==> config.mk <==
export PLATFORM = sky130hd
export DESIGN_NAME = mp_proc
export DESIGN_NICKNAME = d
export VERILOG_FILES = /design/src/verilog/fdbk_pkg.sv /design/src/verilog/mp_proc.sv
export SDC_FILE = /design/constraint.sdc
export NUM_CORES = 2
export LEC_CHECK = 0
export BUFFER_PORTS_ARGS = -buffer_cell sky130_fd_sc_hd__buf_2
export CAP_MARGIN = 10
export CORE_MARGIN = 5
export CORE_UTILIZATION = 40
export CTS_CLUSTER_DIAMETER = 30
export DETAILED_ROUTE_END_ITERATION = 6
export PLACE_DENSITY = 0.62
export SYNTH_ARGS = -nofsm -noshare
export SYNTH_HDL_FRONTEND = slang
export SYNTH_SLANG_ARGS = --single-unit
==> constraint.sdc <==
create_clock -name clk -period 12.6 [get_ports clk]
set_input_delay 1.26 -clock clk [delete_from_list [all_inputs] [get_ports clk]]
set_output_delay 1.26 -clock clk [all_outputs]
set_load 0.05 [all_outputs]
==> src/verilog/fdbk_pkg.sv <==
package fdbk_pkg;

	// Data words
	typedef logic signed [17:0] sample_t;
	typedef logic signed [21:0] acc_t;
	typedef logic [17:0] mag_t;
	// Full scale is +/- pi
	typedef logic signed [18:0] phase_t;

	// Conversion carried by a CORDIC token
	typedef enum logic {
		OP_VECTOR = 1'b0,
		OP_ROTATE = 1'b1
	} cordic_op_t;

	// Open loop drives the phase from ph_offset
	typedef enum logic {
		MODE_OPEN   = 1'b0,
		MODE_CLOSED = 1'b1
	} loop_mode_t;

	typedef struct packed {
		mag_t               set_mag;
		phase_t             set_ph;
		logic signed [17:0] coeff_mag_i;
		logic signed [17:0] coeff_ph_i;
		logic signed [17:0] coeff_mag_p;
		logic signed [17:0] coeff_ph_p;
		mag_t               lim_mag_hi;
		mag_t               lim_mag_lo;
		phase_t             lim_ph_hi;
		phase_t             lim_ph_lo;
		phase_t             ph_offset;
		loop_mode_t         mode;
		sample_t            ll_set_i;
		sample_t            ll_set_q;
		logic signed [17:0] ll_gain;
	} fdbk_cfg_t;

	// Two guard bits on x and y, z scaled so that pi is 2^20
	typedef struct packed {
		cordic_op_t         op;
		logic signed [20:0] x;
		logic signed [20:0] y;
		logic signed [20:0] z;
	} cordic_tok_t;

	typedef struct packed {
		logic mag_hi;
		logic mag_lo;
		logic ph_hi;
		logic ph_lo;
	} cmp_event_t;

	// Clamp a wide signed value into one sample
	function automatic sample_t sat_sample(input logic signed [39:0] v);
		if (v > 40'sd131071)
			return 18'sd131071;
		else if (v < -40'sd131072)
			return -18'sd131072;
		else
			return v[17:0];
	endfunction

endpackage

==> src/verilog/mp_proc.sv <==
`timescale 1ns/1ps

module mp_proc (
	input  logic                 clk,
	input  logic                 arst_n,
	input  fdbk_pkg::fdbk_cfg_t  cfg,
	input  fdbk_pkg::mag_t       in_mag,
	input  fdbk_pkg::phase_t     in_ph,
	input  logic                 in_stb,
	output fdbk_pkg::mag_t       drv_mag,
	output fdbk_pkg::phase_t     drv_ph,
	output logic                 drv_stb,
	output fdbk_pkg::cmp_event_t cmp_event
);

	logic signed [18:0] err_mag;
	logic signed [18:0] err_ph;
	logic               err_stb;
	logic signed [43:0] int_mag;
	logic signed [43:0] int_ph;
	logic signed [43:0] int_mag_nx;
	logic signed [43:0] int_ph_nx;
	logic signed [43:0] raw_mag;
	logic signed [43:0] raw_ph;
	logic signed [43:0] lim_mag_hi;
	logic signed [43:0] lim_mag_lo;
	logic signed [43:0] lim_ph_hi;
	logic signed [43:0] lim_ph_lo;
	logic               hold_mag;
	logic               hold_ph;
	logic               open_loop;

	assign open_loop = (cfg.mode == fdbk_pkg::MODE_OPEN);

	// Stage 1: errors, phase wraps at +/- pi
	always_ff @(posedge clk) begin
		if (in_stb) begin
			err_mag <= $signed({1'b0, cfg.set_mag}) - $signed({1'b0, in_mag});
			err_ph  <= cfg.set_ph - in_ph;
		end
	end

	// Limits widened, magnitude ones are unsigned
	assign lim_mag_hi = $signed({26'd0, cfg.lim_mag_hi});
	assign lim_mag_lo = $signed({26'd0, cfg.lim_mag_lo});
	assign lim_ph_hi  = 44'(cfg.lim_ph_hi);
	assign lim_ph_lo  = 44'(cfg.lim_ph_lo);

	// Anti-windup: no integration further into a clipped limit
	assign hold_mag = (cmp_event.mag_hi && !err_mag[18] && err_mag != 0) ||
		(cmp_event.mag_lo && err_mag[18]);
	assign hold_ph = open_loop || (cmp_event.ph_hi && !err_ph[18] && err_ph != 0) ||
		(cmp_event.ph_lo && err_ph[18]);

	// Stage 2: integral plus proportional
	// Integrator carries 8 more fraction bits than the P term
	always_comb begin
		int_mag_nx = hold_mag ? int_mag : int_mag + err_mag * cfg.coeff_mag_i;
		int_ph_nx  = hold_ph ? int_ph : int_ph + err_ph * cfg.coeff_ph_i;
		raw_mag    = (int_mag_nx + ((err_mag * cfg.coeff_mag_p) <<< 8)) >>> 25;
		raw_ph     = (int_ph_nx + ((err_ph * cfg.coeff_ph_p) <<< 8)) >>> 25;
	end

	always_ff @(posedge clk or negedge arst_n) begin
		if (!arst_n) begin
			err_stb   <= 1'b0;
			drv_stb   <= 1'b0;
			int_mag   <= '0;
			int_ph    <= '0;
			drv_mag   <= '0;
			drv_ph    <= '0;
			cmp_event <= '0;
		end else begin
			err_stb <= in_stb;
			drv_stb <= err_stb;
			if (err_stb) begin
				int_mag <= int_mag_nx;
				int_ph  <= int_ph_nx;
				// High limit checked first
				cmp_event.mag_hi <= raw_mag > lim_mag_hi;
				cmp_event.mag_lo <= raw_mag <= lim_mag_hi && raw_mag < lim_mag_lo;
				if (raw_mag > lim_mag_hi)
					drv_mag <= cfg.lim_mag_hi;
				else if (raw_mag < lim_mag_lo)
					drv_mag <= cfg.lim_mag_lo;
				else
					drv_mag <= fdbk_pkg::mag_t'(raw_mag);
				// Open loop: phase straight from ph_offset, no phase clip
				cmp_event.ph_hi <= !open_loop && raw_ph > lim_ph_hi;
				cmp_event.ph_lo <= !open_loop && raw_ph <= lim_ph_hi && raw_ph < lim_ph_lo;
				if (open_loop)
					drv_ph <= cfg.ph_offset;
				else if (raw_ph > lim_ph_hi)
					drv_ph <= cfg.lim_ph_hi;
				else if (raw_ph < lim_ph_lo)
					drv_ph <= cfg.lim_ph_lo;
				else
					drv_ph <= fdbk_pkg::phase_t'(raw_ph);
			end
		end
	end

endmodule
==> impl_metrics.py <==
metrics = {
    "die": {
        "core_region_area_um2": 169000,
        "die_x_um": 422,
        "fp-row-count": 151,
        "floorplan.io_pins": 339,
        "dieArea_um2": 178000,
        "die_h_um": 422,
        "initial_utilization": 0.401,
    },
    "routing": {
        "totalWireLength_um": 187000,
        "initial_drt_markers": 3323,
        "detail_route.drc_violations": 0,
        "wire_length_per_cell_after_detailed_routing_um": 18.9,
        "vias": 50579,
        "detailedRoute.firstPassIterationCount": 5,
        "detail_route.vias_per_cell": 5.12,
        "final_antenna_net_count": 0,
    },
    "layout": {
        "final_cell_mix": "1701 x sky130_fd_sc_hd__inv_1, 1505 x sky130_fd_sc_hd__fa_1, 928 x sky130_fd_sc_hd__nand2_1",
        "layout-drive-gt1-share": 0.0940,
        "post-route-cell-area_um2": 73500,
        "layout_commonest_cell": "sky130_fd_sc_hd__inv_1",
        "filler_cell_count": 16404,
        "area.growth.synth_to_final_pct": 8.35,
        "nets": 10062,
    },
    "timing": {
        "final.min_clock_period_ps": 12020,
        "final-hold-violation-count": 0,
        "tns_ps": 0,
        "worst_pin_slew_ps": 969,
        "slew-limit-headroom": 0.350,
        "timing.clock.skew_ps": 26.2,
        "fmax_mhz": 83.2,
        "slew_viols_final": 0,
        "setup_viol": 0,
        "final_min_period_over_clock_period": 0.954,
    },
    "critical_path": {
        "cell_with_the_largest_stage_delay_on_the_worst_path": "sky130_fd_sc_hd__fa_1",
        "critical_path_rt_ps": 12980,
        "endpoint_class_of_the_critical_path": "flop",
        "max_stage_delay_ps": 610,
        "path_max_fanout": 19,
        "critical_path_class": "in -> reg",
        "critical_path.startpoint_type": "input port",
        "worstPathArrival_ps": 12400,
        "critical_path.most_common_cell": "sky130_fd_sc_hd__fa_1",
    },
    "synthesis": {
        "synth_edf_count": 38,
        "postSynthCellCount": 7395,
        "share_of_yosys_cell_area_claimed_by_the_top_area_cell_type": 0.444,
        "synth-seq-cells": 169,
        "synth_area_um2": 67900,
        "yosysWarningCount": 0,
        "synth_fp_nets": 9818,
        "synth_top_cells_by_area": "sky130_fd_sc_hd__fa_1 44%, sky130_fd_sc_hd__ha_1 11%, sky130_fd_sc_hd__inv_1 9.4%, sky130_fd_sc_hd__and2_1 5.2%, sky130_fd_sc_hd__nand2_1 5.1%",
        "ys_types": 87,
        "synth_flop_cell": "sky130_fd_sc_hd__dfrtp_1",
        "async_reset_ff_frac": 0.775,
        "synthDominantAreaCellType": "sky130_fd_sc_hd__fa_1",
        "yosysSeqAreaShare": 0.0651,
        "syn_avg_cell_area_um2": 9.18,
    },
    "clocking": {
        "cts_buffer_depth": 2,
        "cts_inserted_buffers": 17,
        "clk_lat_worst_skew_ps": 540,
        "path_clk_slew_ps": 90,
        "cts_hold_repair.buffers": 0,
        "cts.root.buffer_cell": "sky130_fd_sc_hd__clkbuf_16",
        "h-tree-depth": 4,
        "clkSinkCount": 169,
        "tritoncts_clock_tree": "built",
    },
    "global_routing": {
        "grt_pass1_wl_um": 301000,
        "grt_remaining_overflow": 0,
        "grt_pass1_vias": 54826,
        "grt_max_degree": 62,
        "antenna_violations_before_repair": 26,
        "gr-usage-all-layers": 0.215,
    },
    "job": {
        "max_cap_violations": 0,
    },
    "status": {
        "outcome": "finished, final reports clean",
    },
    "placement": {
        "detailedPlacementHpwl_um": 158000,
        "dpl-instance-area_um2": 72700,
        "finalWeightedCongestion": 0.892,
        "port_buffer_count": 284,
    },
    "worst_hold_path": {
        "hold_path.class": "reg -> reg",
    },
}
-- per-layer routing --
metal,share of wire,up-vias,GRT usage
li1,-,22842,-
met1,0.40,26067,0.273
met2,0.49,1375,0.365
met3,0.055,283,0.0302
met4,0.049,12,0.0944
met5,0.00041,-,0
-- registers in the layout (all words and copies together) (netlist names) --
signal and cells:
cmp_event 4, drv_mag 18, drv_ph 19, drv_stb 1, err_mag 19, err_ph 19, err_stb 1, int_mag 44
int_ph 44
-- synth_stat cells (43+ instances only) --
master and count:
sky130_fd_sc_hd__xnor2_1 167, sky130_fd_sc_hd__nand2_1 931, sky130_fd_sc_hd__inv_1 1701, sky130_fd_sc_hd__nor2_1 197, sky130_fd_sc_hd__clkbuf_1 262, sky130_fd_sc_hd__ha_1 620
sky130_fd_sc_hd__nand2b_1 73, sky130_fd_sc_hd__dfrtp_1 131, sky130_fd_sc_hd__mux2_2 100, sky130_fd_sc_hd__a21oi_1 198, sky130_fd_sc_hd__and2_1 565, sky130_fd_sc_hd__fa_1 1506
sky130_fd_sc_hd__nand3_1 43, sky130_fd_sc_hd__xor2_1 49, sky130_fd_sc_hd__o21ai_0 163, sky130_fd_sc_hd__a21o_1 107
-- kinds of logic (layout without fill, tap and decap cells) --
kind of cell | Yosys count | after routing | share of synthesized area
AOI/OAI and AO/OA | 750 | 750 | 0.0725
xor gates and xnor gates | 218 | 218 | 0.0286
adders and majority gates | 2126 | 2126 | 0.558
buffers and inverters | 2012 | 2269 | 0.112
DFF | 169 | 169 | 0.0651
muxes | 135 | 135 | 0.0218
other | 0 | 17 | 0
and+or+nand+nor | 1985 | 1985 | 0.141
-- worst max-delay path: cells and delay by family --
| family | cells | cell delay, ps |
|---|---|---|
| adders and majority gates | 10 | 4350 |
| AOI/OAI and AO/OA | 19 | 4030 |
| buffers and inverters | 7 | 970 |
| xor gates and xnor gates | 3 | 830 |
| and+or+nand+nor | 5 | 570 |
| muxes | 1 | 320 |
-- repair_timing --
item | CTS | global route
setup endpoints to repair | 0 | 40
resized for setup | 0 | 39
buffers inserted | 0 | 6
-- cell type report --
cell class | instances | area [µm²] | share of cell area
Clock buffer | 17 | 425 | 0.00578
Antenna cell | 17 | 42.5 | 0.000578
Multi-Input combinational cell | 5214 | 55900 | 0.761
Timing Repair Buffer | 534 | 3380 | 0.0460
Sequential cell | 169 | 4420 | 0.0601
Inverter | 1703 | 6390 | 0.0869
Tap cell | 2218 | 2780 | 0.0377
Clock inverter | 15 | 160 | 0.00218
-- metrics by stage --
| stage | util | worst slack, ps | std cells | hold slack [ps] |
|---|---|---|---|---|
| final | 0.435 | 582 | 9887 | 494 |
| after global routing | 0.435 | -21.4 | 9880 | 518 |
| after CTS | 0.434 | 278 | 9864 | 497 |
| after detailed placement | 0.430 | -261 | 9832 | 477 |
| after global placement | 0.430 | -50.2 | 9832 | 461 |
| after floorplan | - | 227 | 7395 | 446 |
-- worst paths after layout --
| kind | from | to | slack [ps] | cells past startpoint |
|---|---|---|---|---|
| min in group asynchronous | arst_n | int_mag[8]$_DFFE_PN0P_ | 780 | 1 |
| max in group asynchronous | arst_n | drv_ph[17]$_DFFE_PN0P_ | 10640 | 2 |
| hold reg to reg | int_ph[7]$_DFFE_PN0P_ | int_ph[7]$_DFFE_PN0P_ | 490 | 2 |
| hold / removal | int_ph[7]$_DFFE_PN0P_ | int_ph[7]$_DFFE_PN0P_ | 490 | 2 |
| setup reg to reg | err_ph[1]$_DFFE_PP_ | drv_ph[17]$_DFFE_PN0P_ | 630 | 42 |
| setup / recovery | cfg[185] | drv_ph[17]$_DFFE_PN0P_ | 580 | 45 |
Power is not shown: default switching activity piles up to over one toggle a cycle in this logic, so the estimate is an artifact.
