`config.mk`:
```
export PLATFORM = sky130hd
export DESIGN_NAME = cordic_mux
export DESIGN_NICKNAME = d
export VERILOG_FILES = /design/src/verilog/fdbk_pkg.sv /design/src/verilog/cordic_mux.sv
export SDC_FILE = /design/constraint.sdc
export NUM_CORES = 2
export LEC_CHECK = 0
export BUFFER_PORTS_ARGS = -buffer_cell sky130_fd_sc_hd__buf_2
export CORE_MARGIN = 2
export CORE_UTILIZATION = 25
export DETAILED_ROUTE_END_ITERATION = 12
export GPL_TIMING_DRIVEN = 0
export PLACE_DENSITY = 0.37
export SLEW_MARGIN = 20
export SYNTH_ARGS = -nofsm -noshare
export SYNTH_HDL_FRONTEND = slang
export SYNTH_SLANG_ARGS = --single-unit
```
`constraint.sdc`:
```
create_clock -name clk -period 21.2 [get_ports clk]
set_input_delay 6.36 -clock clk [delete_from_list [all_inputs] [get_ports clk]]
set_output_delay 6.36 -clock clk [all_outputs]
set_load 0.02 [all_outputs]
```
`src/verilog/fdbk_pkg.sv`:
```
package fdbk_pkg;

	// Data words
	typedef logic signed [17:0] sample_t;
	typedef logic signed [21:0] acc_t;
	typedef logic [17:0] mag_t;
	// Full scale is +/- pi
	typedef logic signed [18:0] phase_t;

	// Conversion carried by a CORDIC token
	typedef enum logic {
		OP_VECTOR = 1'b0,
		OP_ROTATE = 1'b1
	} cordic_op_t;

	// Open loop drives the phase from ph_offset
	typedef enum logic {
		MODE_OPEN   = 1'b0,
		MODE_CLOSED = 1'b1
	} loop_mode_t;

	typedef struct packed {
		mag_t               set_mag;
		phase_t             set_ph;
		logic signed [17:0] coeff_mag_i;
		logic signed [17:0] coeff_ph_i;
		logic signed [17:0] coeff_mag_p;
		logic signed [17:0] coeff_ph_p;
		mag_t               lim_mag_hi;
		mag_t               lim_mag_lo;
		phase_t             lim_ph_hi;
		phase_t             lim_ph_lo;
		phase_t             ph_offset;
		loop_mode_t         mode;
		sample_t            ll_set_i;
		sample_t            ll_set_q;
		logic signed [17:0] ll_gain;
	} fdbk_cfg_t;

	// Two guard bits on x and y, z scaled so that pi is 2^20
	typedef struct packed {
		cordic_op_t         op;
		logic signed [20:0] x;
		logic signed [20:0] y;
		logic signed [20:0] z;
	} cordic_tok_t;

	typedef struct packed {
		logic mag_hi;
		logic mag_lo;
		logic ph_hi;
		logic ph_lo;
	} cmp_event_t;

	// Clamp a wide signed value into one sample
	function automatic sample_t sat_sample(input logic signed [39:0] v);
		if (v > 40'sd131071)
			return 18'sd131071;
		else if (v < -40'sd131072)
			return -18'sd131072;
		else
			return v[17:0];
	endfunction

endpackage

```
`src/verilog/cordic_mux.sv`:
```
`timescale 1ns/1ps

module cordic_mux #(
	parameter int cordic_stages = 14
) (
	input  logic              clk,
	input  logic              arst_n,
	input  fdbk_pkg::sample_t vec_i,
	input  fdbk_pkg::sample_t vec_q,
	input  logic              vec_stb,
	input  fdbk_pkg::mag_t    rot_mag,
	input  fdbk_pkg::phase_t  rot_ph,
	input  logic              rot_stb,
	output fdbk_pkg::mag_t    mag,
	output fdbk_pkg::phase_t  ph,
	output logic              mag_stb,
	output fdbk_pkg::sample_t out_i,
	output fdbk_pkg::sample_t out_q,
	output logic              out_stb
);

	// 1/K, K being the CORDIC gain, 2^18 is one
	localparam logic signed [18:0] gain_inv = 19'sd159188;

	fdbk_pkg::cordic_tok_t tok [0:cordic_stages];
	fdbk_pkg::cordic_tok_t tok_in;
	logic [cordic_stages:0] vld;
	logic                   hold_vld;
	fdbk_pkg::sample_t      hold_i;
	fdbk_pkg::sample_t      hold_q;
	fdbk_pkg::sample_t      src_i;
	fdbk_pkg::sample_t      src_q;
	logic signed [39:0]     px;
	logic signed [39:0]     py;

	// atan(2^-i), pi is 2^20
	function automatic logic signed [20:0] atan_lut(input int i);
		case (i)
			0: return 21'sd262144;
			1: return 21'sd154753;
			2: return 21'sd81767;
			3: return 21'sd41506;
			4: return 21'sd20834;
			5: return 21'sd10427;
			6: return 21'sd5215;
			7: return 21'sd2608;
			8: return 21'sd1304;
			9: return 21'sd652;
			10: return 21'sd326;
			11: return 21'sd163;
			12: return 21'sd81;
			13: return 21'sd41;
			14: return 21'sd20;
			15: return 21'sd10;
			default: return 21'sd0;
		endcase
	endfunction

	// Held vector goes in before a new one
	assign src_i = hold_vld ? hold_i : vec_i;
	assign src_q = hold_vld ? hold_q : vec_q;

	// Token entry, quadrant folded in here
	always_comb begin
		tok_in = '0;
		if (rot_stb) begin
			tok_in.op = fdbk_pkg::OP_ROTATE;
			tok_in.x  = {3'b000, rot_mag};
			tok_in.z  = {rot_ph, 2'b00};
			// Beyond +/- pi/2, start from -mag and turn by pi
			if (tok_in.z[20] != tok_in.z[19]) begin
				tok_in.x = -tok_in.x;
				tok_in.z = tok_in.z ^ 21'h100000;
			end
		end else begin
			tok_in.op = fdbk_pkg::OP_VECTOR;
			tok_in.x  = {{2{src_i[17]}}, src_i, 1'b0};
			tok_in.y  = {{2{src_q[17]}}, src_q, 1'b0};
			// Left half plane, mirror through the origin and start at pi
			if (tok_in.x[20]) begin
				tok_in.x = -tok_in.x;
				tok_in.y = -tok_in.y;
				tok_in.z = 21'h100000;
			end
		end
	end

	// Rotation wins a collision, the vector waits one cycle
	always_ff @(posedge clk or negedge arst_n) begin
		if (!arst_n)
			hold_vld <= 1'b0;
		else if (rot_stb && vec_stb)
			hold_vld <= 1'b1;
		else if (!rot_stb)
			hold_vld <= 1'b0;
	end

	always_ff @(posedge clk) begin
		if (rot_stb && vec_stb) begin
			hold_i <= vec_i;
			hold_q <= vec_q;
		end
		tok[0] <= tok_in;
	end

	always_ff @(posedge clk or negedge arst_n) begin
		if (!arst_n)
			vld <= '0;
		else
			vld <= {vld[cordic_stages-1:0], rot_stb | hold_vld | vec_stb};
	end

	// Micro-rotations: vectoring drives y to zero, rotation drives z to zero
	for (genvar s = 0; s < cordic_stages; s++) begin : g_stage
		logic ccw;
		assign ccw = (tok[s].op == fdbk_pkg::OP_VECTOR) ? tok[s].y[20] : ~tok[s].z[20];
		always_ff @(posedge clk) begin
			tok[s+1].op <= tok[s].op;
			if (ccw) begin
				tok[s+1].x <= tok[s].x - (tok[s].y >>> s);
				tok[s+1].y <= tok[s].y + (tok[s].x >>> s);
				tok[s+1].z <= tok[s].z - atan_lut(s);
			end else begin
				tok[s+1].x <= tok[s].x + (tok[s].y >>> s);
				tok[s+1].y <= tok[s].y - (tok[s].x >>> s);
				tok[s+1].z <= tok[s].z + atan_lut(s);
			end
		end
	end

	// Gain compensation
	assign px = tok[cordic_stages].x * gain_inv;
	assign py = tok[cordic_stages].y * gain_inv;

	always_ff @(posedge clk or negedge arst_n) begin
		if (!arst_n) begin
			mag_stb <= 1'b0;
			out_stb <= 1'b0;
		end else begin
			mag_stb <= vld[cordic_stages] && (tok[cordic_stages].op == fdbk_pkg::OP_VECTOR);
			out_stb <= vld[cordic_stages] && (tok[cordic_stages].op == fdbk_pkg::OP_ROTATE);
		end
	end

	// Vectoring x carries the input guard bit, hence 19
	always_ff @(posedge clk) begin
		mag   <= fdbk_pkg::mag_t'(px >>> 19);
		ph    <= tok[cordic_stages].z[20:2];
		out_i <= fdbk_pkg::sat_sample(px >>> 18);
		out_q <= fdbk_pkg::sat_sample(py >>> 18);
	end

endmodule

```
==> impl_metrics.py <==
metrics = {
    "status": {
        "status": "completed",
    },
    "critical_path": {
        "worstPathRequired_ns": 21.97,
        "worst-r2r-cell-count": 24,
        "element_type_at_the_critical_path_start": "input pin",
        "end_kind": "register",
        "timing.rr.start": "tok[14][36]",
        "path_class": "in2reg",
        "r2r_setup_slk_ns": 13.21,
        "worstReg2RegEnd": "out_q[1]",
        "worst-endpoint-arrival_ns": 8.78,
        "timing.critical_path.fanout_max": 4,
    },
    "synthesis": {
        "ys_top_cells_by_area": "dfxtp_1 25%, ha_1 18%, fa_1 8.4%",
        "synth.largest_area_cell": "dfxtp_1",
        "synth.top_cell.area_share_pct": 25.1,
        "synth_top_family_by_area": "adder cells",
        "synth_top_cells_by_count": "1179 x ha_1, 1013 x dfxtp_1, 960 x inv_1, 762 x nor2_1, 697 x xnor2_1",
        "yosys-mux-area-fraction_pct": 0.889,
        "synth-compound-area-share_pct": 15.8,
        "synth_simple_gate_area_share_pct": 12.9,
        "postSynth.asyncResetShare_pct": 1.69,
        "yosysSeqAreaShare_pct": 26.9,
        "synth.ff_latch_count": 1067,
        "synth.distinct_cells": 80,
        "post_synth_xor_area_fraction_pct": 11.8,
        "syn-instance-count": 9104,
        "post_synth_instance_area_mm2": 0.0809,
        "synth-adder-area-share_pct": 26.7,
        "postSynthAreaPerCell_um2": 8.89,
        "synth_fp_nets": 10700,
        "ys.flop_type": "dfxtp_1",
        "synth_edf_count": 36,
        "synth.most_common_cell": "ha_1",
        "synth-warning-count": 0,
    },
    "cells_and_area": {
        "multi_input_comb_area_mm2": 0.0551,
        "area.growth.synth_to_final_pct": 13.7,
        "fillerInstances": 34400,
        "area.sequential_mm2": 0.0218,
        "final_net_count": 11000,
        "finalInstanceArea_mm2": 0.0920,
        "drive_above_1_share_pct": 5.27,
    },
    "placed_design": {
        "gp_weighted_congestion": 0.818,
        "dp_hpwl_um": 187000,
        "preCtsSetupSlack_ns": 12.32,
        "detailed_place.area_mm2": 0.0871,
        "port_buffers": 151,
    },
    "floorplanning": {
        "placementRows": 208,
        "dieWidth_um": 573,
        "pin_count": 152,
        "die_height_um": 573,
        "effective_utilization_at_floorplan_pct": 25.2,
        "core_area_mm2": 0.322,
        "design.die.area_mm2": 0.328,
    },
    "timing": {
        "max_slew_margin_pct": 24.4,
        "fin_skew_ns": 0.0817,
        "worst_pin_slew_ns": 1.13,
        "min_period_over_period_pct": 37.8,
        "setup_viol_count_final": 0,
        "grt_setup_unrepaired": "no",
        "final_critical_path_setup_slack_ns": 13.19,
        "number_of_pins_exceeding_their_max_slew_limit_in_the_final_report": 0,
        "achievable-frequency_mhz": 125,
        "timing_hold_violations_final": 0,
        "timing.setup.tns_ns": 0,
        "final_period_minus_worst_setup_slack_ns": 8.01,
    },
    "global_routing": {
        "first_pass_grt_wire_length_um": 357000,
        "grt_start_max_net_pins": 27,
        "vias_in_the_first_global_route": 63400,
        "globalRouteOverflowTotal": 0,
        "gr-usage-all-layers_pct": 13.6,
        "antenna_violations_before_repair": 6,
    },
    "route": {
        "drc_errors": 0,
        "detailroute.via_count": 62500,
        "drtPass1Iterations": 8,
        "dr_wl_met2_um": 107000,
        "routed_wl_um": 226000,
        "drtAntennaViolNets": 0,
        "dr_wl_met3_um": 7650,
        "routed.top_layer": "met4",
        "routed_wire_length_per_instance_um": 16.4,
        "wl_met1_um": 106000,
        "viasPerCell": 4.52,
        "drt_iter0_markers": 2920,
    },
    "clock_network": {
        "cts_inserted_buffers": 147,
        "postCtsHoldBufs": 0,
        "ctsRootBufferMaster": "clkbuf_16",
        "clock_sink_count": 1067,
        "h-tree-depth": 4,
        "post-cts-setup-buffer-count": 0,
        "clk_pin_slew_ns": 0.06,
        "post_cts_resized": 0,
        "clk_path_buf_depth": 4,
        "tritoncts": "yes",
        "clk_latency_ns": 0.86,
    },
    "worst_hold_path": {
        "min_delay_path_depth": 0,
        "hold_end": "tok[1][14]",
        "min_from": "tok[0][14]",
        "hold_class": "reg2reg",
    },
    "run": {
        "max_cap_viol_count": 0,
    },
}
[cell type report]
class	instances	area share (%)
multi-input combinational	6963	59.9
sequential	1067	23.7
tap	4305	5.85
clock buffer	197	4.54
inverter	965	3.94
timing repair buffer	152	0.843
clock inverter	58	0.778
buffer	109	0.483
antenna	2	0.00544
[critical path, cell delays in order]
cell and delay, ns:
buf_2 0.11, mux2i_1 0.26, ha_1 0.23, o21ai_0 0.13, or2_2 0.42, nor2_1 0.28
a31o_2 0.22, a21bo_2 0.25, a21oi_1 0.15, xnor2_1 0.17, nor2b_1 0.18
[stage by stage]
step,instances,util (%),hold WS (ns)
global placement,13600,27.1,0.310
finish,13800,28.6,0.324
global route,13800,28.6,0.328
CTS,13800,28.6,0.325
detailed placement,13600,27.1,0.312
floorplan,9104,-,0.310
[flip-flops by register name, summed over array words and instances, names as in the netlist, 15 cells and up]
name    cells
ph         19
hold_i     18
out_i      18
vld        15
tok       940
hold_q     18
out_q      18
mag        18
[cells by family after synthesis]
family | Yosys count
AO/OA/AOI/OAI | 2029
adder cells (fa/ha/maj) | 1520
multiplexers | 70
flip-flops | 1067
XOR/XNOR | 1094
AND/OR/NAND/NOR | 2250
buffers and inverters | 1074
[routing by layer]
metal | vias up | GRT usage, %
met5 | - | 0
met4 | 0 | 3.38
met3 | 269 | 1.82
met2 | 828 | 23.5
met1 | 29500 | 17.7
li1 | 32000 | -
[cells in the final DEF, fill, tap and decap left out, drive strengths merged, types with 43 or more instances in the layout]
cell,count
ha,1179
dfxtp,1013
inv,967
nor2,762
xnor2,697
a21oi,633
nand2,485
o21ai,473
xor2,397
fa,341
nor3,331
clkbuf,278
a21o,198
buf,180
nand3,162
o21a,111
nor2b,107
o21bai,105
nand2b,90
a211oi,81
o31ai,78
or3,67
a31oi,66
and3,60
a21boi,59
mux2i,55
nor4,43
[worst max path at each step]
stage	start	slack, ns	endpoint	cells past startpoint
after detailed placement	rot_stb	12.32	hold_q[17]	5
after CTS	tok[14][26]	13.14	out_q[7]	24
after floorplan	rot_stb	12.99	hold_i[0]	3
after global placement	rot_stb	11.46	hold_q[17]	4
after global routing	tok[14][26]	12.75	out_q[1]	24
final	vec_q[0]	13.19	tok[0][38]	11
Power is not shown: default switching activity piles up to over one toggle a cycle in this logic, so the estimate is an artifact.
