==> src/verilog/fdbk_pkg.sv <==
package fdbk_pkg;

	// Data words
	typedef logic signed [17:0] sample_t;
	typedef logic signed [21:0] acc_t;
	typedef logic [17:0] mag_t;
	// Full scale is +/- pi
	typedef logic signed [18:0] phase_t;

	// Conversion carried by a CORDIC token
	typedef enum logic {
		OP_VECTOR = 1'b0,
		OP_ROTATE = 1'b1
	} cordic_op_t;

	// Open loop drives the phase from ph_offset
	typedef enum logic {
		MODE_OPEN   = 1'b0,
		MODE_CLOSED = 1'b1
	} loop_mode_t;

	typedef struct packed {
		mag_t               set_mag;
		phase_t             set_ph;
		logic signed [17:0] coeff_mag_i;
		logic signed [17:0] coeff_ph_i;
		logic signed [17:0] coeff_mag_p;
		logic signed [17:0] coeff_ph_p;
		mag_t               lim_mag_hi;
		mag_t               lim_mag_lo;
		phase_t             lim_ph_hi;
		phase_t             lim_ph_lo;
		phase_t             ph_offset;
		loop_mode_t         mode;
		sample_t            ll_set_i;
		sample_t            ll_set_q;
		logic signed [17:0] ll_gain;
	} fdbk_cfg_t;

	// Two guard bits on x and y, z scaled so that pi is 2^20
	typedef struct packed {
		cordic_op_t         op;
		logic signed [20:0] x;
		logic signed [20:0] y;
		logic signed [20:0] z;
	} cordic_tok_t;

	typedef struct packed {
		logic mag_hi;
		logic mag_lo;
		logic ph_hi;
		logic ph_lo;
	} cmp_event_t;

	// Clamp a wide signed value into one sample
	function automatic sample_t sat_sample(input logic signed [39:0] v);
		if (v > 40'sd131071)
			return 18'sd131071;
		else if (v < -40'sd131072)
			return -18'sd131072;
		else
			return v[17:0];
	endfunction

endpackage

==> src/verilog/iq_decim.sv <==
`timescale 1ns/1ps

module iq_decim (
	input  logic              clk,
	input  logic              arst_n,
	input  logic              sync,
	input  logic              iq,
	input  fdbk_pkg::sample_t in_xy,
	output fdbk_pkg::acc_t    dec_i,
	output fdbk_pkg::acc_t    dec_q,
	output logic              dec_stb
);

	logic [2:0]     slot;
	logic           last;
	fdbk_pkg::acc_t acc_i;
	fdbk_pkg::acc_t acc_q;
	fdbk_pkg::acc_t sum_i;
	fdbk_pkg::acc_t sum_q;

	// Sums including the current sample
	// sync drops the previous frame
	always_comb begin
		sum_i = sync ? '0 : acc_i;
		sum_q = sync ? '0 : acc_q;
		if (iq)
			sum_i = sum_i + in_xy;
		else
			sum_q = sum_q + in_xy;
	end

	// Slot 7 holds the last Q sample of the frame
	assign last = (slot == 3'd7) && !sync;

	always_ff @(posedge clk or negedge arst_n) begin
		if (!arst_n) begin
			slot    <= '0;
			acc_i   <= '0;
			acc_q   <= '0;
			dec_i   <= '0;
			dec_q   <= '0;
			dec_stb <= 1'b0;
		end else begin
			slot    <= sync ? 3'd1 : slot + 3'd1;
			acc_i   <= sum_i;
			acc_q   <= sum_q;
			dec_stb <= last;
			if (last) begin
				dec_i <= sum_i;
				dec_q <= sum_q;
			end
		end
	end

endmodule

==> config.mk <==
export PLATFORM = sky130hd
export DESIGN_NAME = iq_decim
export DESIGN_NICKNAME = d
export VERILOG_FILES = /design/src/verilog/fdbk_pkg.sv /design/src/verilog/iq_decim.sv
export SDC_FILE = /design/constraint.sdc
export NUM_CORES = 1
export LEC_CHECK = 0
export ABC_AREA = 1
export ABC_CLOCK_PERIOD_IN_PS = 5800
export CAP_MARGIN = 20
export CORE_MARGIN = 5
export CORE_UTILIZATION = 50
export DETAILED_ROUTE_END_ITERATION = 12
export DONT_BUFFER_PORTS = 1
export PLACE_DENSITY = 0.73
export RECOVER_POWER = 50
export SYNTH_ARGS = -nofsm -noshare
export SYNTH_HDL_FRONTEND = slang
export SYNTH_SLANG_ARGS = --single-unit
==> constraint.sdc <==
create_clock -name clk -period 5.8 [get_ports clk]
set_input_delay 1.16 -clock clk [delete_from_list [all_inputs] [get_ports clk]]
set_output_delay 1.16 -clock clk [all_outputs]
set_load 0.01 [all_outputs]
==> results of run 1 <==
## Yosys cell counts (all sizes together) (9+ instances only)
| cell type | n | area (um2) |
|---|---|---|
| dfrtp | 92 | 2302 |
| o21ai | 36 | 202.7 |
| ha | 44 | 550.5 |
| nor2 | 93 | 391.6 |
| clkbuf | 9 | 33.78 |
| xnor2 | 12 | 105.1 |
| and2 | 21 | 132.6 |
| inv | 180 | 675.7 |
| a21oi | 32 | 190.2 |
| buf | 17 | 95.10 |
| nand3 | 87 | 475.5 |
| nand2 | 391 | 1503 |
## power breakdown
group	switching (mW)	total (mW)	internal, mW	leakage (nW)
logic	0.423	0.678	0.256	2.98
clock network	0.267	0.571	0.304	0.132
registers	0.181	1.00	0.821	1.16
total	0.871	2.25	1.38	4.27
## final timing paths
kind	end	slack, ns	cells after the start
max in group asynchronous	dec_i[18]$_DFFE_PN0P_	5.17	0
min	slot[0]$_DFF_PN0_	0.48	1
min reg2reg	slot[0]$_DFF_PN0_	0.48	1
max	dec_q[0]$_DFFE_PN0P_	2.99	5
min in group asynchronous	dec_q[20]$_DFFE_PN0P_	0.50	0
max reg2reg	dec_q[0]$_DFFE_PN0P_	3.24	6
## layout make-up
type | count | share of cell area
repair buffers | 1 | 0.001025
multi-input cells | 751 | 0.5235
clock inverters | 5 | 0.005124
clock buffers | 11 | 0.03313
flip-flops and latches | 92 | 0.3143
inverters | 180 | 0.09223
well taps | 180 | 0.03074
## per-layer routing
layer / vias up / routed length, um
li1: 3191 / -
met1: 2832 / 7579
met2: 98 / 9293
met3: 22 / 612
met4: 0 / 329
met5: - / 0
## flip-flops by register name, indices dropped and copies added, names as in the netlist
signal   flops
dec_i       22
acc_i       22
dec_stb      1
slot         3
dec_q       22
acc_q       22
## logic make-up after synthesis
logic type | count (synthesis) | share of synthesized area
AND/OR/NAND/NOR | 601 | 0.3689
flip-flops | 92 | 0.3318
AO/OA/AOI/OAI | 88 | 0.07807
adder cells (fa/ha/maj) | 46 | 0.08511
buffers and inverters | 206 | 0.1159
XOR/XNOR | 16 | 0.02019
## metrics by stage
step                      power, mW  utilization  cells
after floorplan               1.532            -   1049
after global placement        1.680       0.5135   1204
after detailed placement      1.698       0.5135   1204
after CTS                     2.279       0.5340   1220
after global routing          2.421       0.5340   1220
final                         2.251       0.5340   1220
==> flow_summary.ini, run 1 <==
[route]
wl_per_cell_um = 14.60
via_per_inst = 5.035
remaining_drc_errors = 0
routed_wl_mm = 17.81
drt_first_pass_iters = 5
postRouteAntennaNets = 0
drt_iter0_drc = 463
num_vias = 6143

[global_routing]
grtUsageMet3 = 0.03458
overflow = 0
busiest_layer = met2
grt_start_max_net_pins = 93
grt_pass1_wl_mm = 29.76
grt_usage = 0.2279
gr-usage-met1 = 0.2692
use_met2 = 0.4258
grt_pass1_vias = 6034
antenna_found_initial = 0

[clock_network]
cts.repair.resized = 0
cts_hold_buffers = 0
path_clk_slew_ns = 0.07
clk_latency_ns = 0.35
clock_sinks = 92
root_buffer = clkbuf_16
ctsHtreeMaxLevel = 3
tritoncts = done
cts_buffers = 9
cts_setup_buffers = 0
cts_buffer_depth = 2

[place]
port-buffer-count = 0
place_area_mm2 = 0.007046
place.gp.congestion = 0.9241
dp_hpwl_mm = 13.38
dp_slack_ns = 2.647

[power]
p_per_area_mw_per_mm2 = 307.3
leakage_nw = 4.272
peakVddDrop_uv = 138.4

[yosys]
yosys_most_used_dff = dfrtp_1
syn_area_per_cell_um2 = 6.615
synth.distinct_cells = 34
synth-seq-area-share = 0.3318
synth_edf_count = 0
synth_seq_cells = 92
async_flop_share = 1.000
syn-num-nets = 1117
yosys_warnings = 0
synthesis.area_mm2 = 0.006939
synthCells = 1049

[timing]
finClkSkew_ns = 0.007447
fmax_mhz = 355.3
holdWs_ns = 0.4847
min_period_over_period = 0.4852
fin_crit_ns = 2.814
setup_violations = 0
hold_viol = 0
slew_viol_final = 0
finalSetupTns_ns = 0
slew_headroom = 0.3681
rsz0062_at_grt = false
fin_ws_ns = 2.986
worst_pin_slew_ns = 0.9465

[die]
die_x_um = 127.8
dieArea_mm2 = 0.01633
pin_count = 67
core_mm2 = 0.01372
die_y_um = 127.8
floorplan.initialDensity = 0.5058
row_count = 43

[setup_path]
crit_family = buffers and inverters
critPathLaunchType = primary input
r2r-start = slot[0]$_DFF_PN0_
worstSetupEndpointType = register
crit_arrival_ns = 3.08
critPathMaxFanout = 65
path_cells = inv_1 -> nand2_2 -> inv_2 -> nor2_1 -> a31oi_1
max_stage_delay_ns = 0.95
required_ns = 6.07
timing.critical_path.buf_inv = 2
slowest_stage = inv_2
startpoint = sync
critical_path_class = in2reg

[final_layout]
final.fill_count = 1429
multi_input_area_mm2 = 0.003835
diodes = 0
final_area_mm2 = 0.007326
final_common_cell = nand2_1
area_growth_pct = 5.572
nets = 1103
final_cell_mix = nand2_1 (376), inv_1 (177), dfrtp_1 (92), nor2_1 (82), nand3_1 (79)
drive_gt1_frac = 0.06538
final-seq-area_mm2 = 0.002302

[run_status]
status = finished clean

[hold_path]
worstHoldPathType = reg2reg
hold_start = slot[0]$_DFF_PN0_

[run]
maxCapViolations = 0
Note: power is estimated with default switching activity, not from simulation.
==> run 2, diff against run 1 <==
--- a/config.mk
+++ b/config.mk
@@ -6,13 +6,13 @@
 export NUM_CORES = 1
 export LEC_CHECK = 0
 export ABC_AREA = 1
-export ABC_CLOCK_PERIOD_IN_PS = 5800
+export ABC_CLOCK_PERIOD_IN_PS = 2300
 export CAP_MARGIN = 20
 export CORE_MARGIN = 5
 export CORE_UTILIZATION = 50
 export DETAILED_ROUTE_END_ITERATION = 12
 export DONT_BUFFER_PORTS = 1
-export PLACE_DENSITY = 0.73
+export PLACE_DENSITY = 0.76
 export RECOVER_POWER = 50
 export SYNTH_ARGS = -nofsm -noshare
 export SYNTH_HDL_FRONTEND = slang
==> constraint.sdc (replaced) <==
create_clock -name clk -period 2.3 [get_ports clk]
set_input_delay 0.46 -clock clk [delete_from_list [all_inputs] [get_ports clk]]
set_output_delay 0.46 -clock clk [all_outputs]
set_load 0.01 [all_outputs]
==> run 2 against run 1 <==
The flow now finishes with violations (negative hold slack); die area unchanged; critical path depth increased by 9; via count increased by 1.4%.
==> flow_summary.ini, run 2 (same netlist as run 1, synthesis figures left out) <==
[route]
postRouteAntennaNets = 0
routed_wl_mm = 17.89
remaining_drc_errors = 0
wl_per_cell_um = 14.65
drt_iter0_drc = 428
via_per_inst = 5.103
drt_first_pass_iters = 6
num_vias = 6231

[timing]
min_period_over_period = 0.9147
slew_viol_final = 0
finalSetupTns_ns = 0
rsz0062_at_grt = false
worst_pin_slew_ns = 0.9219
fmax_mhz = 475.3
setup_violations = 0
fin_ws_ns = 0.1962
finClkSkew_ns = 0.008795
slew_headroom = 0.3845
hold_viol = 92
holdWs_ns = -0.2036
fin_crit_ns = 2.104

[final_layout]
final_common_cell = nand2_1
area_growth_pct = 6.131
final_cell_mix = nand2_1 (377), inv_1 (177), dfrtp_1 (92), nor2_1 (82), nand3_1 (78)
drive_gt1_frac = 0.06820
stdcell_count = 1221
diodes = 0
final_area_mm2 = 0.007365
nets = 1106

[clock_network]
cts_buffer_depth = 2
path_clk_slew_ns = 0.06
root_buffer = clkbuf_16
tritoncts = done
cts_buffers = 9
clock_sinks = 92
cts_setup_buffers = 0
ctsHtreeMaxLevel = 3
clk_latency_ns = 0.36

[die]
row_count = 43
die_y_um = 127.8
dieArea_mm2 = 0.01633
floorplan.initialDensity = 0.5058
die_x_um = 127.8
core_mm2 = 0.01372
pin_count = 67

[setup_path]
required_ns = 2.54
slowest_stage = fa_1
crit_top_cell = nand2_1
crit_arrival_ns = 2.34
rrSetupSlack_ns = 0.20
r2r-start = acc_i[0]$_DFF_PN0_
critical_path_class = reg2reg
timing.rr.end = dec_i[12]$_DFFE_PN0P_
critPathMaxFanout = 4
critical_path.endpoint = dec_i[12]$_DFFE_PN0P_
startpoint = acc_i[0]$_DFF_PN0_
path_cells = inv_1 -> nor2_1 -> ha_1 -> fa_1 -> nand3_1 -> nand3_2 -> nand2_1 -> nand2_1 -> nand2_1 -> nand3_1 -> nand2_1 -> nand2_1 -> nand3_1 -> nand2_1
critPathLaunchType = register
worstSetupEndpointType = register
rr_worst_depth = 14
max_stage_delay_ns = 0.42

[hold_path]
worstHoldPathType = in2async

[place]
dp_hpwl_mm = 13.43
place_area_mm2 = 0.007066
dp_slack_ns = 0.1244
place.gp.congestion = 0.9148
post-place-cells = 1207
port-buffer-count = 0

[power]
leakage_nw = 4.299
peakVddDrop_uv = 400.9
total_power_mw = 5.759
p_per_area_mw_per_mm2 = 781.9

[global_routing]
grt_usage = 0.2254
antenna_found_initial = 0
grt_start_max_net_pins = 93
grt_pass1_vias = 6062
grt_pass1_wl_mm = 29.26
overflow = 0

[run]
maxCapViolations = 0

[run_status]
violations = negative hold slack
status = finished, violations left
==> run 2: stage by stage <==
stage	util	hold WS, ns
floorplan	-	0.1644
global placement	0.5150	0.1694
detailed placement	0.5150	0.1691
CTS	0.5363	-0.2114
global route	0.5368	-0.2101
finish	0.5368	-0.2036
==> run 2: how the worst min path moves through the flow <==
| stage | end | slack, ns | from | cells past startpoint |
|---|---|---|---|---|
| 5_1_grt | dec_q[7]$_DFFE_PN0P_ | -0.21 | arst_n | 0 |
| 2_1_floorplan | acc_i[0]$_DFF_PN0_ | 0.16 | arst_n | 0 |
| 3_3_place_gp | dec_q[7]$_DFFE_PN0P_ | 0.17 | arst_n | 0 |
| 3_5_place_dp | dec_q[7]$_DFFE_PN0P_ | 0.17 | arst_n | 0 |
| 6_report | dec_q[7]$_DFFE_PN0P_ | -0.20 | arst_n | 0 |
| 4_1_cts | dec_q[7]$_DFFE_PN0P_ | -0.21 | arst_n | 0 |
==> run 2: cell type report <==
type / count / area, um2
clock buffers: 12 / 256.5
clock inverters: 2 / 35.03
fillers: 1397 / 6355
inverters: 180 / 675.6
multi-input cells: 751 / 3840
flip-flops and latches: 92 / 2302
well taps: 180 / 225.2
repair buffers: 4 / 30.03
==> run 2: worst max-delay path: cells and delay by family (launching register included) <==
kind	cells	cell delay [ns]
fa+ha+maj	2	0.64
buf+inv	1	0.05
flops	1	0.36
simple gates	11	0.95
==> run 2: timing repair <==
| item | in CTS | in global routing |
|---|---|---|
| hold endpoints to repair | 92 | 92 |
| gates resized for setup | 0 | 2 |
| endpoints found under the setup margin | 0 | 3 |
==> run 2: where the power goes <==
part           leakage [nW]  internal (mW)  switching (mW)  total, mW
registers              1.16           2.07           0.436       2.51
logic                  2.99          0.652            1.09       1.74
clock network         0.145          0.888           0.626       1.51
==> run 2: per-layer routing <==
layer,track usage,part of all wire,vias to the layer above,wire length [um]
li1,-,-,3199,-
met1,0.2643,0.41,2894,7285
met2,0.4159,0.53,111,9405
met3,0.02583,0.037,27,668
met4,0.09238,0.029,0,527
met5,0,0,-,0
