==> src/verilog/fdbk_pkg.sv <==
package fdbk_pkg;

	// Data words
	typedef logic signed [17:0] sample_t;
	typedef logic signed [21:0] acc_t;
	typedef logic [17:0] mag_t;
	// Full scale is +/- pi
	typedef logic signed [18:0] phase_t;

	// Conversion carried by a CORDIC token
	typedef enum logic {
		OP_VECTOR = 1'b0,
		OP_ROTATE = 1'b1
	} cordic_op_t;

	// Open loop drives the phase from ph_offset
	typedef enum logic {
		MODE_OPEN   = 1'b0,
		MODE_CLOSED = 1'b1
	} loop_mode_t;

	typedef struct packed {
		mag_t               set_mag;
		phase_t             set_ph;
		logic signed [17:0] coeff_mag_i;
		logic signed [17:0] coeff_ph_i;
		logic signed [17:0] coeff_mag_p;
		logic signed [17:0] coeff_ph_p;
		mag_t               lim_mag_hi;
		mag_t               lim_mag_lo;
		phase_t             lim_ph_hi;
		phase_t             lim_ph_lo;
		phase_t             ph_offset;
		loop_mode_t         mode;
		sample_t            ll_set_i;
		sample_t            ll_set_q;
		logic signed [17:0] ll_gain;
	} fdbk_cfg_t;

	// Two guard bits on x and y, z scaled so that pi is 2^20
	typedef struct packed {
		cordic_op_t         op;
		logic signed [20:0] x;
		logic signed [20:0] y;
		logic signed [20:0] z;
	} cordic_tok_t;

	typedef struct packed {
		logic mag_hi;
		logic mag_lo;
		logic ph_hi;
		logic ph_lo;
	} cmp_event_t;

	// Clamp a wide signed value into one sample
	function automatic sample_t sat_sample(input logic signed [39:0] v);
		if (v > 40'sd131071)
			return 18'sd131071;
		else if (v < -40'sd131072)
			return -18'sd131072;
		else
			return v[17:0];
	endfunction

endpackage

==> src/verilog/iq_interp.sv <==
`timescale 1ns/1ps

module iq_interp (
	input  logic              clk,
	input  logic              arst_n,
	input  logic              sync,
	input  logic              iq,
	input  fdbk_pkg::sample_t in_i,
	input  fdbk_pkg::sample_t in_q,
	input  logic              in_stb,
	output fdbk_pkg::sample_t drive_xy
);

	fdbk_pkg::sample_t  tgt_i;
	fdbk_pkg::sample_t  tgt_q;
	fdbk_pkg::sample_t  last_i;
	fdbk_pkg::sample_t  last_q;
	fdbk_pkg::sample_t  cur_i;
	fdbk_pkg::sample_t  cur_q;
	fdbk_pkg::sample_t  step_i;
	fdbk_pkg::sample_t  step_q;
	fdbk_pkg::sample_t  nxt_i;
	fdbk_pkg::sample_t  nxt_q;
	logic signed [18:0] d_i;
	logic signed [18:0] d_q;
	logic               pend;
	logic [1:0]         pair;

	// Quarter of the jump to the pending target
	assign d_i = (tgt_i - last_i) >>> 2;
	assign d_q = (tgt_q - last_q) >>> 2;

	// Pair value, the fourth pair lands exactly on the target
	always_comb begin
		if (sync) begin
			nxt_i = pend ? last_i + d_i[17:0] : last_i;
			nxt_q = pend ? last_q + d_q[17:0] : last_q;
		end else if (pair == 2'd3) begin
			nxt_i = last_i;
			nxt_q = last_q;
		end else begin
			nxt_i = cur_i + step_i;
			nxt_q = cur_q + step_q;
		end
	end

	always_ff @(posedge clk or negedge arst_n) begin
		if (!arst_n) begin
			{tgt_i, tgt_q, last_i, last_q} <= '0;
			{cur_i, cur_q, step_i, step_q} <= '0;
			pend     <= 1'b0;
			pair     <= '0;
			drive_xy <= '0;
		end else begin
			if (sync && pend) begin
				last_i <= tgt_i;
				last_q <= tgt_q;
				step_i <= d_i[17:0];
				step_q <= d_q[17:0];
				pend   <= 1'b0;
			end else if (sync) begin
				step_i <= '0;
				step_q <= '0;
			end
			// A new target waits for the next frame
			if (in_stb) begin
				tgt_i <= in_i;
				tgt_q <= in_q;
				pend  <= 1'b1;
			end
			// Pair advances on I slots, output runs one slot ahead of iq
			if (iq) begin
				pair     <= sync ? 2'd1 : pair + 2'd1;
				cur_i    <= nxt_i;
				cur_q    <= nxt_q;
				drive_xy <= nxt_q;
			end else begin
				drive_xy <= cur_i;
			end
		end
	end

endmodule

==> config.mk <==
export PLATFORM = sky130hd
export DESIGN_NAME = iq_interp
export DESIGN_NICKNAME = d
export VERILOG_FILES = /design/src/verilog/fdbk_pkg.sv /design/src/verilog/iq_interp.sv
export SDC_FILE = /design/constraint.sdc
export NUM_CORES = 1
export LEC_CHECK = 0
export ABC_AREA = 1
export BUFFER_PORTS_ARGS = -buffer_cell sky130_fd_sc_hd__buf_4
export CORE_MARGIN = 3
export CORE_UTILIZATION = 44
export DETAILED_ROUTE_END_ITERATION = 8
export PLACE_DENSITY = 0.58
export SETUP_SLACK_MARGIN = 0.5
export SLEW_MARGIN = 20
export SYNTH_ARGS = -nofsm -noshare
export SYNTH_HDL_FRONTEND = slang
export SYNTH_SLANG_ARGS = --single-unit
==> constraint.sdc <==
create_clock -name clk -period 3.8 [get_ports clk]
set_input_delay 0.95 -clock clk [delete_from_list [all_inputs] [get_ports clk]]
set_output_delay 0.95 -clock clk [all_outputs]
set_load 0.05 [all_outputs]
==> summary.md, run 1 <==
| Metric | Value |
|---|---|
| Cell variety after synth | approximately 50 |
| Post-synth EDFFs | 0 |
| Largest net degree at the start of global routing | 79 |
| Initial antenna violation count | 0 |
| Routed Antenna Nets | 0 |
| Adder-Cell Fraction of Synth Area | between 10% and 20% |
| Worst skew pair latency | about 0.44 ns |
| Synth Area in Compound Gates | between 15 and 20% |
| Std-Cell Rows | 60 |
| DRC | 0 |
| Ranking of synthesized cells by area | dfrtp_1 (33%), nand2_1 (14%), ha_1 (11%) |
| Syn avg cell area | between 7 and 8 um2 |
| Final worst-path cycle share | 90.5% |
| Startpoint types | flip-flop |
| Leak pwr | approximately 0.008 uW |
| Worst Reg-to-Reg Cells | 24 |
| Cell Pwr Density | approximately 780 nW/um2 |
| Root buffer cell | clkbuf_16 |
| Worst Setup EP | drive_xy[17] |
| Worst Setup SP | tgt_q[2] |
| Area grow syn2layout | 29.3% |
| XOR/XNOR Fraction of Synth Area | 4.64% |
| Die footprint | 29800 um2 |
| Core ar. | roughly 27000 um2 |
| Max-cap viol count | 0 |
| Port buffer count | slightly below 60 |
| First-pass GRT wire length | approximately 66 mm |
| Final setup fails | 0 |
| Main synth FF type | dfrtp_1 |
| Gpl congestion | ~0.94 |
| CP Capture Type | flip-flop |
| Synth top area share | about 33% |
| Overflow after GRT | 0 |
| Setup WS post-layout | 0.362 ns |
| Cell area after synthesis | 12200 um2 |
| Clock transition at path regs | ~0.07 ns |
| Final Instance Area | ~16000 um2 |
| Synth async-reset ratio | 100% |
| R2R setup slack | between 0.3 and 0.4 ns |
| Final WL | 43.2 mm |
| Status | finished, final reports clean |
| Initial Util | 45.0% |
| Number of global-route vias before repair | between 10000 and 15000 |
| Clk buf depth | 2 |
| Wirelength per Cell | between 15 and 20 um |
| # IOs | 59 |
| Drt via density | approximately 5.5 |
| Fmax | between 200 and 300 MHz |
| DPL Wire Length | between 30 and 40 mm |
| All-Layer GR Usage | around 28% |
| Post-synthesis sequential area ratio | around a third |
| Instance count of the mapped netlist | 1696 |
| YS warnings | 0 |
| Crit path DAT | 3.79 ns |
| Worst slew pin tran | between 0.8 and 0.9 ns |
| Max Slew Vio Count | 0 |
| Fin Clk Skew | 0.0140 ns |
| Hold Path Class | reg -> reg |
| Pre-antenna DRT Iters | 7 |
| Pre-CTS setup slack | -0.154 ns |
| Num CTS Buffers | 17 |
| VDD IR-drop max | 0.401 mV |
| Placed Area | between 10000 and 15000 um2 |
| Worst R2R Start | tgt_q[2] |
| Largest family of logic cells by synthesized area | simple AND/OR/NAND/NOR gates |
| Req. time, crit path | 4.16 ns |
| Area leader, netlist | dfrtp_1 |
| Die Ht | between 150 and 200 um |
| Clk sinks | around 160 |
| Synth Register Bits | 163 |
| Final #Nets | roughly 2000 |
| CTS H-tree lvls | 4 |
| # diodes | 0 |
| DIE WIDTH | 173 um |
| Post-Synth Simple-Gate Area | 24.9% |
| Top post-synthesis cells by count | nand2_1 (458), inv_1 (197), dfrtp_1 (163) |
| Final core occ | around 58% |
| Mux cell area share after synthesis | 0% |
| Syn Nets | 1846 |
| Post-CTS Hold Buffers | 0 |
| Fin crit period | between 3 and 4 ns |
| Max-slew headroom | between 40% and 50% |
| Vias | around 12000 |
| Starting DRC count in detailed routing | roughly 1000 |
| FF-to-FF End | drive_xy[17] |
| TritonCTS clock tree | done |
| Crit Path Category | reg -> reg |
| Layout cells sized above 1 | about a quarter |
| CP max FO | 6 |
| Leading cell type by number of instances after synthesis | nand2_1 |
| Final Hold Viols | 0 |
| Unrepaired setup endpoints after global routing | true |
routing by layer:
layer	vias up	GRT usage, %	wire [um]
met3	38	4.94	3290
met1	5830	44.9	21500
li1	5921	-	-
met4	0	6.32	731
met5	-	0	0
met2	441	38.6	17700
layout make-up:
cell class | count | area (um2)
clock buffers | 22 | 464
clock inverters | 9 | 130
fillers | 2544 | 11400
inverters | 200 | 753
multi-input cells | 1286 | 8460
flip-flops and latches | 163 | 4080
well taps | 372 | 465
repair buffers | 191 | 1450
critical path, cell delays in order, from the launching register on:
cell and delay (ns):
dfrtp_1 0.42, ha_4 0.33, nand2_2 0.08, nor2_4 0.15
nand3_2 0.12, nand3_4 0.10, a21oi_4 0.07, o21ai_2 0.18
a21oi_2 0.10, or2_1 0.24, and2_4 0.15, ha_4 0.29
nand2_4 0.07, nor3_4 0.19, and2_1 0.15, nand2_1 0.06
nand2_2 0.08, inv_1 0.05, nand2_2 0.07, nand3_2 0.05
nand2_1 0.07, nand3_1 0.08, nand2_1 0.10, nand2_2 0.07
nand2_1 0.11
per-stage QoR:
step	std cells	setup TNS (ns)	total power [uW]	hold WS, ns
3_5_place_dp	2127	-0.531	9060	0.477
2_1_floorplan	1696	0	7120	0.453
4_1_cts	2205	0	11500	0.491
6_report	2243	0	12400	0.485
5_1_grt	2243	0	13300	0.516
3_3_place_gp	2127	-0.506	9050	0.472
kinds of logic after synthesis:
| family | count (synthesis) |
|---|---|
| buffers and inverters | 247 |
| AND/OR/NAND/NOR | 737 |
| adder cells (fa/ha/maj) | 109 |
| XOR/XNOR | 64 |
| flip-flops | 163 |
| AO/OA/AOI/OAI | 376 |
cells in the final DEF, fill, tap and decap left out, drive strengths merged, types with 25 or more instances in the layout:
cell	count
nand2	474
inv	197
buf	191
dfrtp	163
a21oi	153
nor2	139
o21ai	133
ha	105
nand3	83
xor2	42
a22o	25
state kept, by name, summed over array words and instances (netlist names):
name      flops
pend          1
pair          2
tgt_q        18
step_q       17
cur_q        18
last_i       18
tgt_i        18
drive_xy     18
last_q       18
step_i       17
cur_i        18
how the worst min path moves through the flow:
stage	cells past startpoint	slack [ns]	start	endpoint
after global routing	2	0.52	step_q[9]	step_q[9]
after floorplan	2	0.45	step_i[13]	step_i[13]
after CTS	1	0.49	pair[0]	pair[0]
after detailed placement	2	0.48	step_q[11]	step_q[11]
final	1	0.48	pair[0]	pair[0]
after global placement	2	0.47	step_q[11]	step_q[11]
what timing repair did:
item / CTS / global route
setup buffers: 47 / 38
resized for setup: 112 / 153
setup endpoints to repair: 34 / 36
pin swaps: 42 / 68
power breakdown:
part	leakage [uW]	internal (uW)	total, uW	switching, uW
sequential	0.00199	2220	2570	347
clock	0.000278	1060	1800	741
combinational	0.00578	3140	8010	4870
No activity file was read; power rests on OpenSTA's default activity.
==> inputs of run 2 (changes only) <==
--- a/config.mk
+++ b/config.mk
@@ -10,7 +10,7 @@
 export CORE_MARGIN = 3
 export CORE_UTILIZATION = 44
 export DETAILED_ROUTE_END_ITERATION = 8
-export PLACE_DENSITY = 0.58
+export PLACE_DENSITY = 0.61
 export SETUP_SLACK_MARGIN = 0.5
 export SLEW_MARGIN = 20
 export SYNTH_ARGS = -nofsm -noshare
==> constraint.sdc (replaced) <==
create_clock -name clk -period 3 [get_ports clk]
set_input_delay 0.75 -clock clk [delete_from_list [all_inputs] [get_ports clk]]
set_output_delay 0.75 -clock clk [all_outputs]
set_load 0.05 [all_outputs]
==> run 2 against run 1 <==
Effect of this change:
- the run now ends with setup timing left
- largest power group unchanged
- combinational power is 55% higher
- via count grew 4.4%
- register-to-register slack worse by 0.70 ns
- clock skew rose by 0.0013 ns
- hold slack got worse by 0.24 ns
- flip-flop and latch count unchanged
- highest routed layer unchanged
- final area increased by 13%
- fmax up 3.1%
- total power is 44% higher
- sequential share of layout area is 3.0 points lower
==> summary.md, run 2 (synthesized netlist as in run 1, its figures left out) <==
| Metric | Value |
|---|---|
| TritonCTS clock tree | done |
| Die Ht | between 150 and 200 um |
| Max-slew headroom | 37.4% |
| Worst slew pin tran | between 0.9 and 1 ns |
| Layout cells sized above 1 | 34.8% |
| Worst Reg-to-Reg Cells | 20 |
| VDD IR-drop max | about 0.48 mV |
| Worst skew pair latency | roughly 0.45 ns |
| Req. time, crit path | 3.32 ns |
| CTS H-tree lvls | 4 |
| Fill count | ~2300 |
| Final worst-path cycle share | 111% |
| Fmax | ~300 MHz |
| Crit path DAT | about 3.7 ns |
| Clock transition at path regs | 0.07 ns |
| Most common cell after layout, fill and taps aside | nand2_1 |
| Crit Path Category | reg -> reg |
| Max-cap viol count | 0 |
| Wirelength per Cell | roughly 17 um |
| Final WL | ~42 mm |
| Cell Pwr Density | between 900 and 1000 nW/um2 |
| Initial antenna violation count | 0 |
| Vias | 12800 |
| Post-CTS Hold Buffers | 0 |
| Root buffer cell | clkbuf_16 |
| Gpl congestion | between 0.9 and 1 |
| Core ar. | roughly 27000 um2 |
| Drt via density | approximately 5.2 |
| Std-Cell Rows | 60 |
| Final #Nets | between 2000 and 2500 |
| Starting DRC count in detailed routing | 869 |
| Port buffer count | 58 |
| Startpoint types | flip-flop |
| Largest net degree at the start of global routing | 74 |
| Clk buf depth | 2 |
| Unrepaired setup endpoints after global routing | true |
| CP max FO | 6 |
| Setup WS post-layout | -0.336 ns |
| Clk sinks | between 150 and 200 |
| Status | complete, but fails checks |
| Routed Antenna Nets | 0 |
| DPL Wire Length | 31.5 mm |
| Overflow after GRT | 0 |
| Initial Util | a little under half |
| All-Layer GR Usage | between 20% and 30% |
| CP Capture Type | flip-flop |
| DIE WIDTH | 173 um |
| # IOs | around 60 |
| Fin crit period | 3.34 ns |
| Fin Clk Skew | around 0.015 ns |
| Max Slew Vio Count | 0 |
| Most frequent cells in the layout | nand2_1 (394), buf_4 (353), inv_1 (166) |
| Number of global-route vias before repair | 12700 |
| Pre-antenna DRT Iters | 5 |
| Area grow syn2layout | 45.8% |
| Failing checks | setup timing |
| Die footprint | 29800 um2 |
| Final core occ | about two thirds |
| DRC | 0 |
| First-pass GRT wire length | about 67 mm |
| Leak pwr | about 0.0092 uW |
| # diodes | 0 |
| Final setup fails | 32 |
| Hold Path Class | in -> async |
| Final Hold Viols | 0 |
| Num CTS Buffers | 17 |
| Pre-CTS setup slack | -0.452 ns |
run 2: worst max-delay path: stages, from the launching register on:
cell	delay, ns
dfrtp_1	0.42
ha_4	0.28
a21oi_4	0.14
nor2_2	0.06
o21ai_2	0.16
o211ai_1	0.13
nor2_1	0.19
o21ai_1	0.10
xor2_1	0.16
ha_1	0.36
buf_4	0.17
nand2_1	0.08
o21ai_1	0.10
a221oi_2	0.31
nand2_1	0.09
nand2_1	0.06
nand3_1	0.06
nand2_1	0.10
nand2_1	0.07
nand2_2	0.10
nand2_1	0.07
run 2: final cells by class:
type	instances	area (um2)	area share, %
Clock buffer	18	439	2.46
Clock inverter	14	130	0.730
Inverter	200	756	4.24
Multi-Input combinational cell	1286	8920	50.0
Sequential cell	163	4080	22.9
Tap cell	372	465	2.61
Timing Repair Buffer	382	3040	17.0
run 2: worst paths after layout:
kind,from,slack (ns),endpoint
worst min register to register,step_i[14],0.49,step_i[14]
worst min-delay path,arst_n,0.24,tgt_q[11]
max in group asynchronous,arst_n,2.04,step_i[7]
worst max register to register,tgt_q[2],-0.34,cur_q[14]
worst max-delay path,tgt_q[2],-0.34,cur_q[14]
min in group clk,step_i[14],0.49,step_i[14]
run 2: report_power, final:
part	total (uW)	internal, uW	leakage [uW]	switching, uW
combinational	12400	5570	0.00690	6820
sequential	3200	2810	0.00199	392
clock	2180	1170	0.000277	1000
run 2: stage by stage:
step / power [uW] / setup TNS, ns / hold slack (ns) / std cells / cell area (um2)
finish: 17800 / -6.57 / 0.244 / 2435 / 17800
global placement: 13100 / -6.23 / 0.468 / 2346 / 15500
detailed placement: 13100 / -7.76 / 0.476 / 2346 / 15500
global route: 19100 / -12.64 / 0.274 / 2435 / 17800
CTS: 16500 / -4.97 / 0.266 / 2413 / 17000
floorplan: 9400 / -0.125 / 0.453 / 1696 / 12700
run 2: metal layers:
layer,GRT usage (%),wire length [um],vias to the layer above
li1,-,-,6318
met1,38.9,19400,6026
met2,44.1,19500,350
met3,4.26,2220,70
met4,9.32,1290,0
met5,0,0,-
run 2: repair_timing:
item / 4_1_cts / 5_1_grt
buffers inserted: 35 / 22
pin swaps: 109 / 107
setup endpoints to repair: 47 / 52
gates resized for setup: 146 / 129
